<file path="config.mk">
export PLATFORM = sky130hd
export DESIGN_NAME = box_overlay_top
export DESIGN_NICKNAME = d
export VERILOG_FILES = /design/src/design/box_overlay_pkg.sv /design/src/design/pixel_position.sv /design/src/design/box_table.sv /design/src/design/box_edge_detect.sv /design/src/design/overlay_mixer.sv /design/src/design/box_overlay_top.sv
export VERILOG_INCLUDE_DIRS = /design/src /design/src/include
export SDC_FILE = /design/constraint.sdc
export NUM_CORES = 2
export LEC_CHECK = 0
export BUFFER_PORTS_ARGS = -buffer_cell sky130_fd_sc_hd__buf_2
export CAP_MARGIN = 20
export CORE_ASPECT_RATIO = 0.9
export CORE_MARGIN = 2
export CORE_UTILIZATION = 61
export DETAILED_ROUTE_END_ITERATION = 16
export PLACE_DENSITY = 0.77
export SYNTH_ARGS = -nofsm -noshare
export SYNTH_HDL_FRONTEND = slang
export SYNTH_HIERARCHICAL = 1
export SYNTH_SLANG_ARGS = --single-unit
</file>
<file path="constraint.sdc">
create_clock -name sys_clk -period 8.5 [get_ports sys_clk]
set_clock_uncertainty 0.15 [all_clocks]
set_input_delay 1.7 -clock sys_clk [delete_from_list [all_inputs] [get_ports sys_clk]]
set_output_delay 1.7 -clock sys_clk [all_outputs]
set_load 0.05 [all_outputs]
</file>
<file path="src/include/box_overlay_defines.svh">
`ifndef BOX_OVERLAY_DEFINES_SVH
`define BOX_OVERLAY_DEFINES_SVH

// Field widths
`define COORD_W     10
`define PIX_W       8

// Box table size
`define BOX_COUNT   16
`define BOX_ADDR_W  4

// Default frame size
`define DEF_HDISP   640
`define DEF_VDISP   480

// Outline colour, pure red
`define MARK_RED    255
`define MARK_GREEN  0
`define MARK_BLUE   0

`endif

</file>
<file path="src/design/box_overlay_pkg.sv">
`include "box_overlay_defines.svh"

package box_overlay_pkg;

    typedef struct packed {
        logic [`PIX_W-1:0] red;
        logic [`PIX_W-1:0] green;
        logic [`PIX_W-1:0] blue;
    } rgb_t;

    // One 27-bit pixel clock of the stream
    typedef struct packed {
        logic vsync;
        logic href;
        logic clken;
        rgb_t pixel;
    } video_beat_t;

    // 41-bit box word with valid on top
    typedef struct packed {
        logic               valid;   // bit 40
        logic [`COORD_W-1:0] y_max;
        logic [`COORD_W-1:0] x_max;
        logic [`COORD_W-1:0] y_min;
        logic [`COORD_W-1:0] x_min;  // bits 9:0
    } box_rect_t;

    typedef struct packed {
        logic [`COORD_W-1:0] x;
        logic [`COORD_W-1:0] y;
    } pixel_pos_t;

endpackage

</file>
<file path="src/design/pixel_position.sv">
`timescale 1ns/1ps
`include "box_overlay_defines.svh"

module pixel_position
#(
    parameter int H_DISP = `DEF_HDISP,
    parameter int V_DISP = `DEF_VDISP
)
(
    input  logic                         sys_clk,
    input  logic                         sys_rst_n,
    input  box_overlay_pkg::video_beat_t beat,
    output box_overlay_pkg::pixel_pos_t  pos,
    output logic                         armed
);
    import box_overlay_pkg::*;

    localparam logic [`COORD_W-1:0] X_LAST = `COORD_W'(H_DISP - 1);
    localparam logic [`COORD_W-1:0] Y_END  = `COORD_W'(V_DISP);

    pixel_pos_t pos_nxt;

    always_comb
    begin
        pos_nxt = pos;
        if (!beat.vsync)
        begin
            pos_nxt = '0;   // Blanking clears both counters
        end
        else if (beat.clken)
        begin
            if (pos.x == X_LAST)
            begin
                pos_nxt.x = '0;
                pos_nxt.y = pos.y + 1'b1;
            end
            else
            begin
                pos_nxt.x = pos.x + 1'b1;
            end
        end
    end

    always_ff @(posedge sys_clk or negedge sys_rst_n)
    begin
        if (!sys_rst_n)
            pos <= '0;
        else
            pos <= pos_nxt;
    end

    // Full frame counted and vsync dropped, sticky until reset
    always_ff @(posedge sys_clk or negedge sys_rst_n)
    begin
        if (!sys_rst_n)
            armed <= 1'b0;
        else if (!beat.vsync && pos.y == Y_END && pos.x == '0)
            armed <= 1'b1;
    end

endmodule

</file>
<file path="src/design/box_table.sv">
`timescale 1ns/1ps
`include "box_overlay_defines.svh"

module box_table
(
    input  logic                       sys_clk,
    input  logic                       sys_rst_n,
    input  logic                       cfg_req,
    input  logic [`BOX_ADDR_W-1:0]     cfg_addr,
    input  box_overlay_pkg::box_rect_t cfg_data,
    output logic                       cfg_ack,
    output box_overlay_pkg::box_rect_t boxes [`BOX_COUNT]
);
    import box_overlay_pkg::*;

    box_rect_t slots [`BOX_COUNT];
    logic      wr_en;

    // New request seen while ack still low
    assign wr_en = cfg_req && !cfg_ack;

    // Ack follows req one clock later, which gives the four phases
    always_ff @(posedge sys_clk or negedge sys_rst_n)
    begin
        if (!sys_rst_n)
            cfg_ack <= 1'b0;
        else
            cfg_ack <= cfg_req;
    end

    always_ff @(posedge sys_clk or negedge sys_rst_n)
    begin
        if (!sys_rst_n)
        begin
            for (int i = 0; i < `BOX_COUNT; i++)
            begin
                slots[i] <= '0;   // All slots start disabled
            end
        end
        else if (wr_en)
        begin
            slots[cfg_addr] <= cfg_data;
        end
    end

    // Table contents go out in parallel to the comparators
    always_comb
    begin
        for (int i = 0; i < `BOX_COUNT; i++)
        begin
            boxes[i] = slots[i];
        end
    end

endmodule

</file>
<file path="src/design/box_edge_detect.sv">
`timescale 1ns/1ps
`include "box_overlay_defines.svh"

module box_edge_detect
(
    input  logic                         sys_clk,
    input  logic                         sys_rst_n,
    input  box_overlay_pkg::video_beat_t beat,
    input  box_overlay_pkg::pixel_pos_t  pos,
    input  box_overlay_pkg::box_rect_t   boxes [`BOX_COUNT],
    output box_overlay_pkg::video_beat_t beat_d,
    output logic                         hit
);
    import box_overlay_pkg::*;

    logic hit_c;

    // Outline test per box, corners excluded
    always_comb
    begin
        box_rect_t b;
        logic      in_x;
        logic      in_y;
        logic      on_row;
        logic      on_col;

        hit_c = 1'b0;
        for (int i = 0; i < `BOX_COUNT; i++)
        begin
            b      = boxes[i];
            in_x   = (pos.x > b.x_min) && (pos.x < b.x_max);
            in_y   = (pos.y > b.y_min) && (pos.y < b.y_max);
            on_row = (pos.y == b.y_min) || (pos.y == b.y_max);
            on_col = (pos.x == b.x_min) || (pos.x == b.x_max);
            if (b.valid && ((in_x && on_row) || (in_y && on_col)))
            begin
                hit_c = 1'b1;   // Any box will do, all share one colour
            end
        end
    end

    // First pipeline stage
    always_ff @(posedge sys_clk or negedge sys_rst_n)
    begin
        if (!sys_rst_n)
        begin
            beat_d <= '0;
            hit    <= 1'b0;
        end
        else
        begin
            beat_d <= beat;
            hit    <= hit_c;
        end
    end

endmodule

</file>
<file path="src/design/overlay_mixer.sv">
`timescale 1ns/1ps
`include "box_overlay_defines.svh"

module overlay_mixer
(
    input  logic                         sys_clk,
    input  logic                         sys_rst_n,
    input  box_overlay_pkg::video_beat_t beat_d,
    input  logic                         hit,
    input  logic                         armed,
    output box_overlay_pkg::video_beat_t post
);
    import box_overlay_pkg::*;

    localparam rgb_t MARK = '{
        red:   `PIX_W'(`MARK_RED),
        green: `PIX_W'(`MARK_GREEN),
        blue:  `PIX_W'(`MARK_BLUE)
    };

    always_ff @(posedge sys_clk or negedge sys_rst_n)
    begin
        if (!sys_rst_n)
        begin
            post <= '0;
        end
        else
        begin
            // Downstream sees no sync until a whole frame has gone by
            post.vsync <= armed && beat_d.vsync;
            post.href  <= armed && beat_d.href;
            post.clken <= armed && beat_d.clken;
            if (armed && hit)
                post.pixel <= MARK;
            else
                post.pixel <= beat_d.pixel;   // Pixels always flow
        end
    end

endmodule

</file>
<file path="src/design/box_overlay_top.sv">
`timescale 1ns/1ps
`include "box_overlay_defines.svh"

module box_overlay_top
#(
    parameter int H_DISP = `DEF_HDISP,
    parameter int V_DISP = `DEF_VDISP
)
(
    input  logic                         sys_clk,
    input  logic                         sys_rst_n,
    input  box_overlay_pkg::video_beat_t per,
    input  logic                         cfg_req,
    input  logic [`BOX_ADDR_W-1:0]       cfg_addr,
    input  box_overlay_pkg::box_rect_t   cfg_data,
    output logic                         cfg_ack,
    output box_overlay_pkg::video_beat_t post
);

    box_overlay_pkg::pixel_pos_t  pos;
    box_overlay_pkg::box_rect_t   boxes [`BOX_COUNT];
    box_overlay_pkg::video_beat_t beat_d;
    logic                         armed;
    logic                         hit;

    pixel_position
    #(
        .H_DISP (H_DISP),
        .V_DISP (V_DISP)
    )
    u_pixel_position
    (
        .sys_clk   (sys_clk),
        .sys_rst_n (sys_rst_n),
        .beat      (per),
        .pos       (pos),
        .armed     (armed)
    );

    box_table u_box_table
    (
        .sys_clk   (sys_clk),
        .sys_rst_n (sys_rst_n),
        .cfg_req   (cfg_req),
        .cfg_addr  (cfg_addr),
        .cfg_data  (cfg_data),
        .cfg_ack   (cfg_ack),
        .boxes     (boxes)
    );

    // Stage 1
    box_edge_detect u_box_edge_detect
    (
        .sys_clk   (sys_clk),
        .sys_rst_n (sys_rst_n),
        .beat      (per),
        .pos       (pos),
        .boxes     (boxes),
        .beat_d    (beat_d),
        .hit       (hit)
    );

    // Stage 2
    overlay_mixer u_overlay_mixer
    (
        .sys_clk   (sys_clk),
        .sys_rst_n (sys_rst_n),
        .beat_d    (beat_d),
        .hit       (hit),
        .armed     (armed),
        .post      (post)
    );

endmodule

</file>
# Word level (Yosys, flattened, before mapping)
# Index checks and enable logic that the tools add are counted.
[classes]
add_sub_neg = 2
order_cmp = 66
eq_ne = 68
muxes = 24
bitwise = 1
n_reduce_logical = 140
[op_table]
columns = ["op", "n"]
rows = [
  ["$bwmux W656", 1],
  ["$eq A10 B10 Y1", 64],
  ["$gt A10 B10 Y1", 32],
  ["$lt A10 B10 Y1", 32],
  ["$demux W41 S4", 1],
  ["$logic_and A1 B1 Y1", 88],
  ["$logic_or A1 B1 Y1", 48],
  ["$mux W41", 1],
  ["$mux W20", 2],
  ["$mux W24", 1],
  ["$add A10 B1 Y10 const B", 2],
  ["$mux W10", 2],
  ["$mux W1", 16],
  ["$eq A10 B10 Y1 const B", 1],
  ["$eq A10 B9 Y1 const B", 1],
  ["$logic_not A10 Y1", 1],
  ["$ge A5 B5 Y1 const B", 1],
  ["$lt A5 B1 Y1 const B", 1],
  ["$not A4 Y5", 1],
  ["$logic_not A1 Y1", 2],
  ["$ne A2 B1 Y1 const B", 1],
  ["$ne A2 B2 Y1 const B", 1],
  ["$reduce_and A2 Y1", 1],
]
[word_totals]
register_bits = 733
inputBits = 75
out_inout_bits = 28
elab_cells = 398

# Depth between registers and ports, before layout
[depth]
depth_word = 21
ltp_mapped = 10
depth_no_buf = 10

# Cells and area by module
# The synthesis kept the hierarchy.
[modules_own_cells]
columns = ["module", "n_inst", "cells_each", "area_per_inst_um2", "seq_area_each_um2"]
rows = [
  ["box_table", 1, 1448, 24915.1, 16440.8],
  ["box_edge_detect", 1, 2234, 16799.9, 700.7],
  ["pixel_position", 1, 118, 1144.8, 525.5],
  ["overlay_mixer", 1, 59, 942.2, 675.6],
]

# Worst setup path before layout
# No wires, ideal clock.
[synth_path]
path_type = "register to register"
start = "register, netlist name u_pixel_position/pos[16]"
end = "register u_box_edge_detect.hit"
setup_ns = 0.129
t_arrival_ns = 2.884
required_ns = 8.221
slack_ns = 5.338
stages_incl_launch_ff = 10
path_buffers = 0
period_less_slack_ns = 3.162
cell_sequence = "dfrtp_1 -> ha_1 -> a21oi_1 -> nand2_1 -> a2111o_1 -> o211ai_2 -> o221ai_1 -> a221o_1 -> a2111oi_2 -> nand2_1"
[synth_via]
elab_chain_cells = 21
word_cells_on_any_way = 176
cone_classes = "32 x order compare; 32 x eq/ne; 16 x mux; 96 x reduce/logical"
[synth_rtl]
columns = ["element", "line", "rtl"]
rows = [
  ["$gt A10 B10 Y1, or another cell as far along", "box_edge_detect.sv:31", "in_x = (pos.x > b.x_min) && (pos.x < b.x_max);"],
  ["$logic_and A1 B1 Y1 or $logic_or A1 B1 Y1 (tied branches)", "box_edge_detect.sv:31, box_edge_detect.sv:34", ""],
  ["$logic_and A1 B1 Y1", "box_edge_detect.sv:35", "if (b.valid && ((in_x && on_row) || (in_y && on_col)))"],
  ["$logic_or A1 B1 Y1", "box_edge_detect.sv:35", ""],
  ["$logic_and A1 B1 Y1", "box_edge_detect.sv:35", ""],
  ["$mux W1 (15 in a row)", "box_edge_detect.sv:35", ""],
  ["$mux W1 (*)", "box_edge_detect.sv:35", ""],
  ["via u_box_edge_detect.hit_c", "box_edge_detect.sv:16", "logic hit_c;"],
  ["end signal: assignment", "box_edge_detect.sv:53", "hit <= hit_c;"],
  ["end: declaration", "box_edge_detect.sv:12", "output logic hit"],
]
# The timed path passes the listed nets; every way through them passes the cells marked *.
# A chain may end at the register's enable or synchronous reset.

# Worst setup path after layout
[layout_path]
start = "register, netlist name u_pixel_position/pos[15]"
end = "register u_box_edge_detect.hit"
[layout_via]
elab_chain_cells = 21
word_cells_on_any_way = 176
cone_classes = "32 x order compare; 32 x eq/ne; 16 x mux; 96 x reduce/logical"
[layout_rtl]
columns = ["element", "line"]
rows = [
  ["$gt A10 B10 Y1, or another cell as far along", "box_edge_detect.sv:31"],
  ["$logic_and A1 B1 Y1 or $logic_or A1 B1 Y1 (tied branches)", "box_edge_detect.sv:31, box_edge_detect.sv:34"],
  ["$logic_and A1 B1 Y1", "box_edge_detect.sv:35"],
  ["$logic_or A1 B1 Y1", "box_edge_detect.sv:35"],
  ["$logic_and A1 B1 Y1", "box_edge_detect.sv:35"],
  ["$mux W1 (15 in a row)", "box_edge_detect.sv:35"],
  ["$mux W1 (*)", "box_edge_detect.sv:35"],
  ["via u_box_edge_detect.hit_c", "box_edge_detect.sv:16"],
]
# Marks and branches as above.

==> flow_summary_export.csv <==
group,metric,value,unit
run_status,outcome,"finished clean",
power,clockPowerShare,0.342,
placement,gp_congestion,0.886,
floorplanning,ioPinCount,103,
critical_path,arrival,4.80,ns
route,first_pass_iters,5,
synth,syn_area,43800,sq um
route,ant_nets,0,
clock_network,clkTransAtPathRegs,0.06,ns
finish,layout_commonest_cell,"dfrtp_1",
finish,final_cells,4986,
placement,hpwl,75300,um
synth,ys_seq_area_frac,0.419,
clock_network,clk_latency,0.63,ns
sta,finalHoldViolations,0,
sta,rsz0062_at_grt,"false",
synth,synth-warning-count,6,
power,power.leakage,24.5,nW
sta,layout_setup_ws,4.12,ns
floorplanning,row_count,93,
finish,multi_input_area,22500,sq um
global_route,antenna_found_initial,12,
synth,syn_nets,4578,
global_route,grt_overflow,0,
finish,fin_util,0.673,
critical_path,reg2reg_from,"u_pixel_position/pos[15]",
floorplanning,core,71300,sq um
clock_network,cts_sinks,733,
worst_hold_path,min-delay-start,"u_box_edge_detect/beat_d[21]",
sta,min_period_over_period,0.516,
power,power_switching,3.03,mW
route,vias_per_cell,6.14,
critical_path,required,8.92,ns
placement,dp_cells,4830,
clock_network,cts_hold_buf,0,
floorplanning,dieWidth,286,um
synth,synthArstFlopShare,1.00,
worst_hold_path,holdPathEnd,"u_overlay_mixer/post[21]",
finish,area_delta_synth_final,9.59,%
floorplanning,fp.dieH,258,um
sta,min_period,4.38,ns
global_route,grt_pass1_wl,183000,um
critical_path,critPathKind,"reg2reg",
run,drv_cap,0,
global_route,grt_max_degree,177,
worst_hold_path,hold_path_class,"reg2reg",
clock_network,clockBufferDepth,3,
finish,nNetsFinal,4685,
sta,setup_viol,0,
sta,maxSlewViolCount,0,
route,routed_wl,120000,um
synth,synth_cell_type_count,83,
critical_path,crit_path_end_kind,"flip-flop",
synth,ys.flop_type,"dfrtp_1",
power,powerDensity,215,nW/um^2
synth,syn_area_per_cell,11.4,sq um
power,worst_ir_drop_vdd,0.000200,V
worst_hold_path,min_path_cells,1,
route,avgRoutedWirePerCell,24.2,um
finish,fillerInstances,5355,
sta,max_freq,228,MHz
power,p_sw_frac,0.293,
route,drcViolationCount,0,
sta,finalSetupTns,0,ns
clock_network,cts.repair.resized,0,
synth,ys_seq_elements,733,
route,vias,30627,
placement,io_buffer_count,102,
sta,tightestPinTransition,1.15,ns
critical_path,r2r_cells,10,
clock_network,cts_setup_buffers,0,
power,total_power,10.3,mW
floorplanning,die_area,74000,sq um
critical_path,crit_fanout,19,
power,internal_power,7.29,mW
global_route,grt_pass1_vias,30532,
clock_network,cts_tree,"built",
finish,final_cell_mix,"dfrtp_1, ha_1, inv_1",
floorplanning,start_util,0.614,
critical_path,r2r_slack,4.12,ns
clock_network,numCtsBuffers,81,
critical_path,r2r_end,"u_box_edge_detect/hit",
finish,layout-drive-gt1-share,0.241,
critical_path,start_kind,"flip-flop",
global_route,track_usage,0.327,
synth,synth-edff-count,0,
power,comb_power_share,0.226,
synth,synth_cells,3859,
clock_network,h-tree-depth,3,
sta,max_slew_margin,0.211,
power,power_frac_seq,0.433,
finish,regArea,18400,sq um
route,drt_iter0_drc,2469,
placement,preCtsSetupSlack,4.27,ns
clock_network,clock-root-buffer,"clkbuf_16",
[worst max-delay path: stages, from the launching register on]
cell,delay (ns)
dfrtp_2,0.83
buf_4,0.48
ha_1,0.31
nand4_1,0.15
nor3_1,0.10
a2111o_1,0.34
a2111oi_0,0.99
a32oi_1,0.11
o22ai_1,0.66
a2111oi_2,0.07
nand2_1,0.11
[power by group through the flow]
stage	sequential, mW	clock [mW]	combinational (mW)
global route	4.54	3.71	2.60
detailed placement	4.52	0	2.28
finish	4.47	3.53	2.33
floorplan	4.42	0	1.66
CTS	4.46	3.57	2.30
global placement	4.49	0	2.18
[layout make-up]
| cell class | count | share of cell area |
|---|---|---|
| antenna | 7 | 0.000365 |
| clock buffer | 116 | 0.0489 |
| clock inverter | 30 | 0.00628 |
| inverter | 633 | 0.0495 |
| multi-input combinational | 2375 | 0.468 |
| sequential | 733 | 0.383 |
| tap | 950 | 0.0248 |
| timing repair buffer | 142 | 0.0199 |
[stage by stage]
step	area (sq um)	hold slack (ns)
3_5_place_dp	45300	0.267
3_3_place_gp	45200	0.259
6_report	48000	0.280
2_1_floorplan	43800	0.258
5_1_grt	48000	0.292
4_1_cts	47900	0.280
[kinds of logic after synthesis]
kind of cell,after synthesis,share of synthesized area
AND/OR/NAND/NOR,531,0.0690
buffers and inverters,751,0.0703
multiplexers,658,0.176
XOR/XNOR,9,0.00180
flip-flops,733,0.419
adder cells (fa/ha/maj),644,0.184
AO/OA/AOI/OAI,533,0.0802
[how the worst max path moves through the flow]
stage                             startpoint                endpoint  slack (ns)
finish              u_pixel_position/pos[15]   u_box_edge_detect/hit        4.12
global route        u_pixel_position/pos[15]   u_box_edge_detect/hit        4.26
CTS                 u_pixel_position/pos[15]   u_box_edge_detect/hit        4.27
detailed placement               cfg_addr[3]  u_box_table/boxes[337]        4.27
global placement                 cfg_addr[3]  u_box_table/boxes[337]        4.30
floorplan           u_pixel_position/pos[16]   u_box_edge_detect/hit        5.34
[flip-flops by register name (all words and copies together), names as in the netlist]
| signal | count |
|---|---|
| u_box_table/boxes | 656 |
| u_box_edge_detect/beat_d | 27 |
| u_overlay_mixer/post | 27 |
| u_pixel_position/pos | 20 |
| u_box_edge_detect/hit | 1 |
| u_box_table/cfg_ack | 1 |
| u_pixel_position/armed | 1 |
[routing by layer]
metal / part of all wire / GRT usage
met1: 0.42 / 0.445
met2: 0.44 / 0.502
met3: 0.072 / 0.0517
met4: 0.059 / 0.180
met5: 0 / 0
[cell usage after synthesis, drive strengths merged (27+ instances only)]
library cell	number	area [sq um]
a21oi	155	776
nor2b	73	457
ha	644	8060
a21o	109	828
inv	633	2380
nand2	88	330
buf	76	546
a211oi	27	203
nor2	66	248
nor3	53	265
clkbuf	42	158
mux2	657	7700
o21ai	84	420
nand3	28	140
nand4	124	791
dfrtp	733	18300
(Power assumes the default switching activity.)
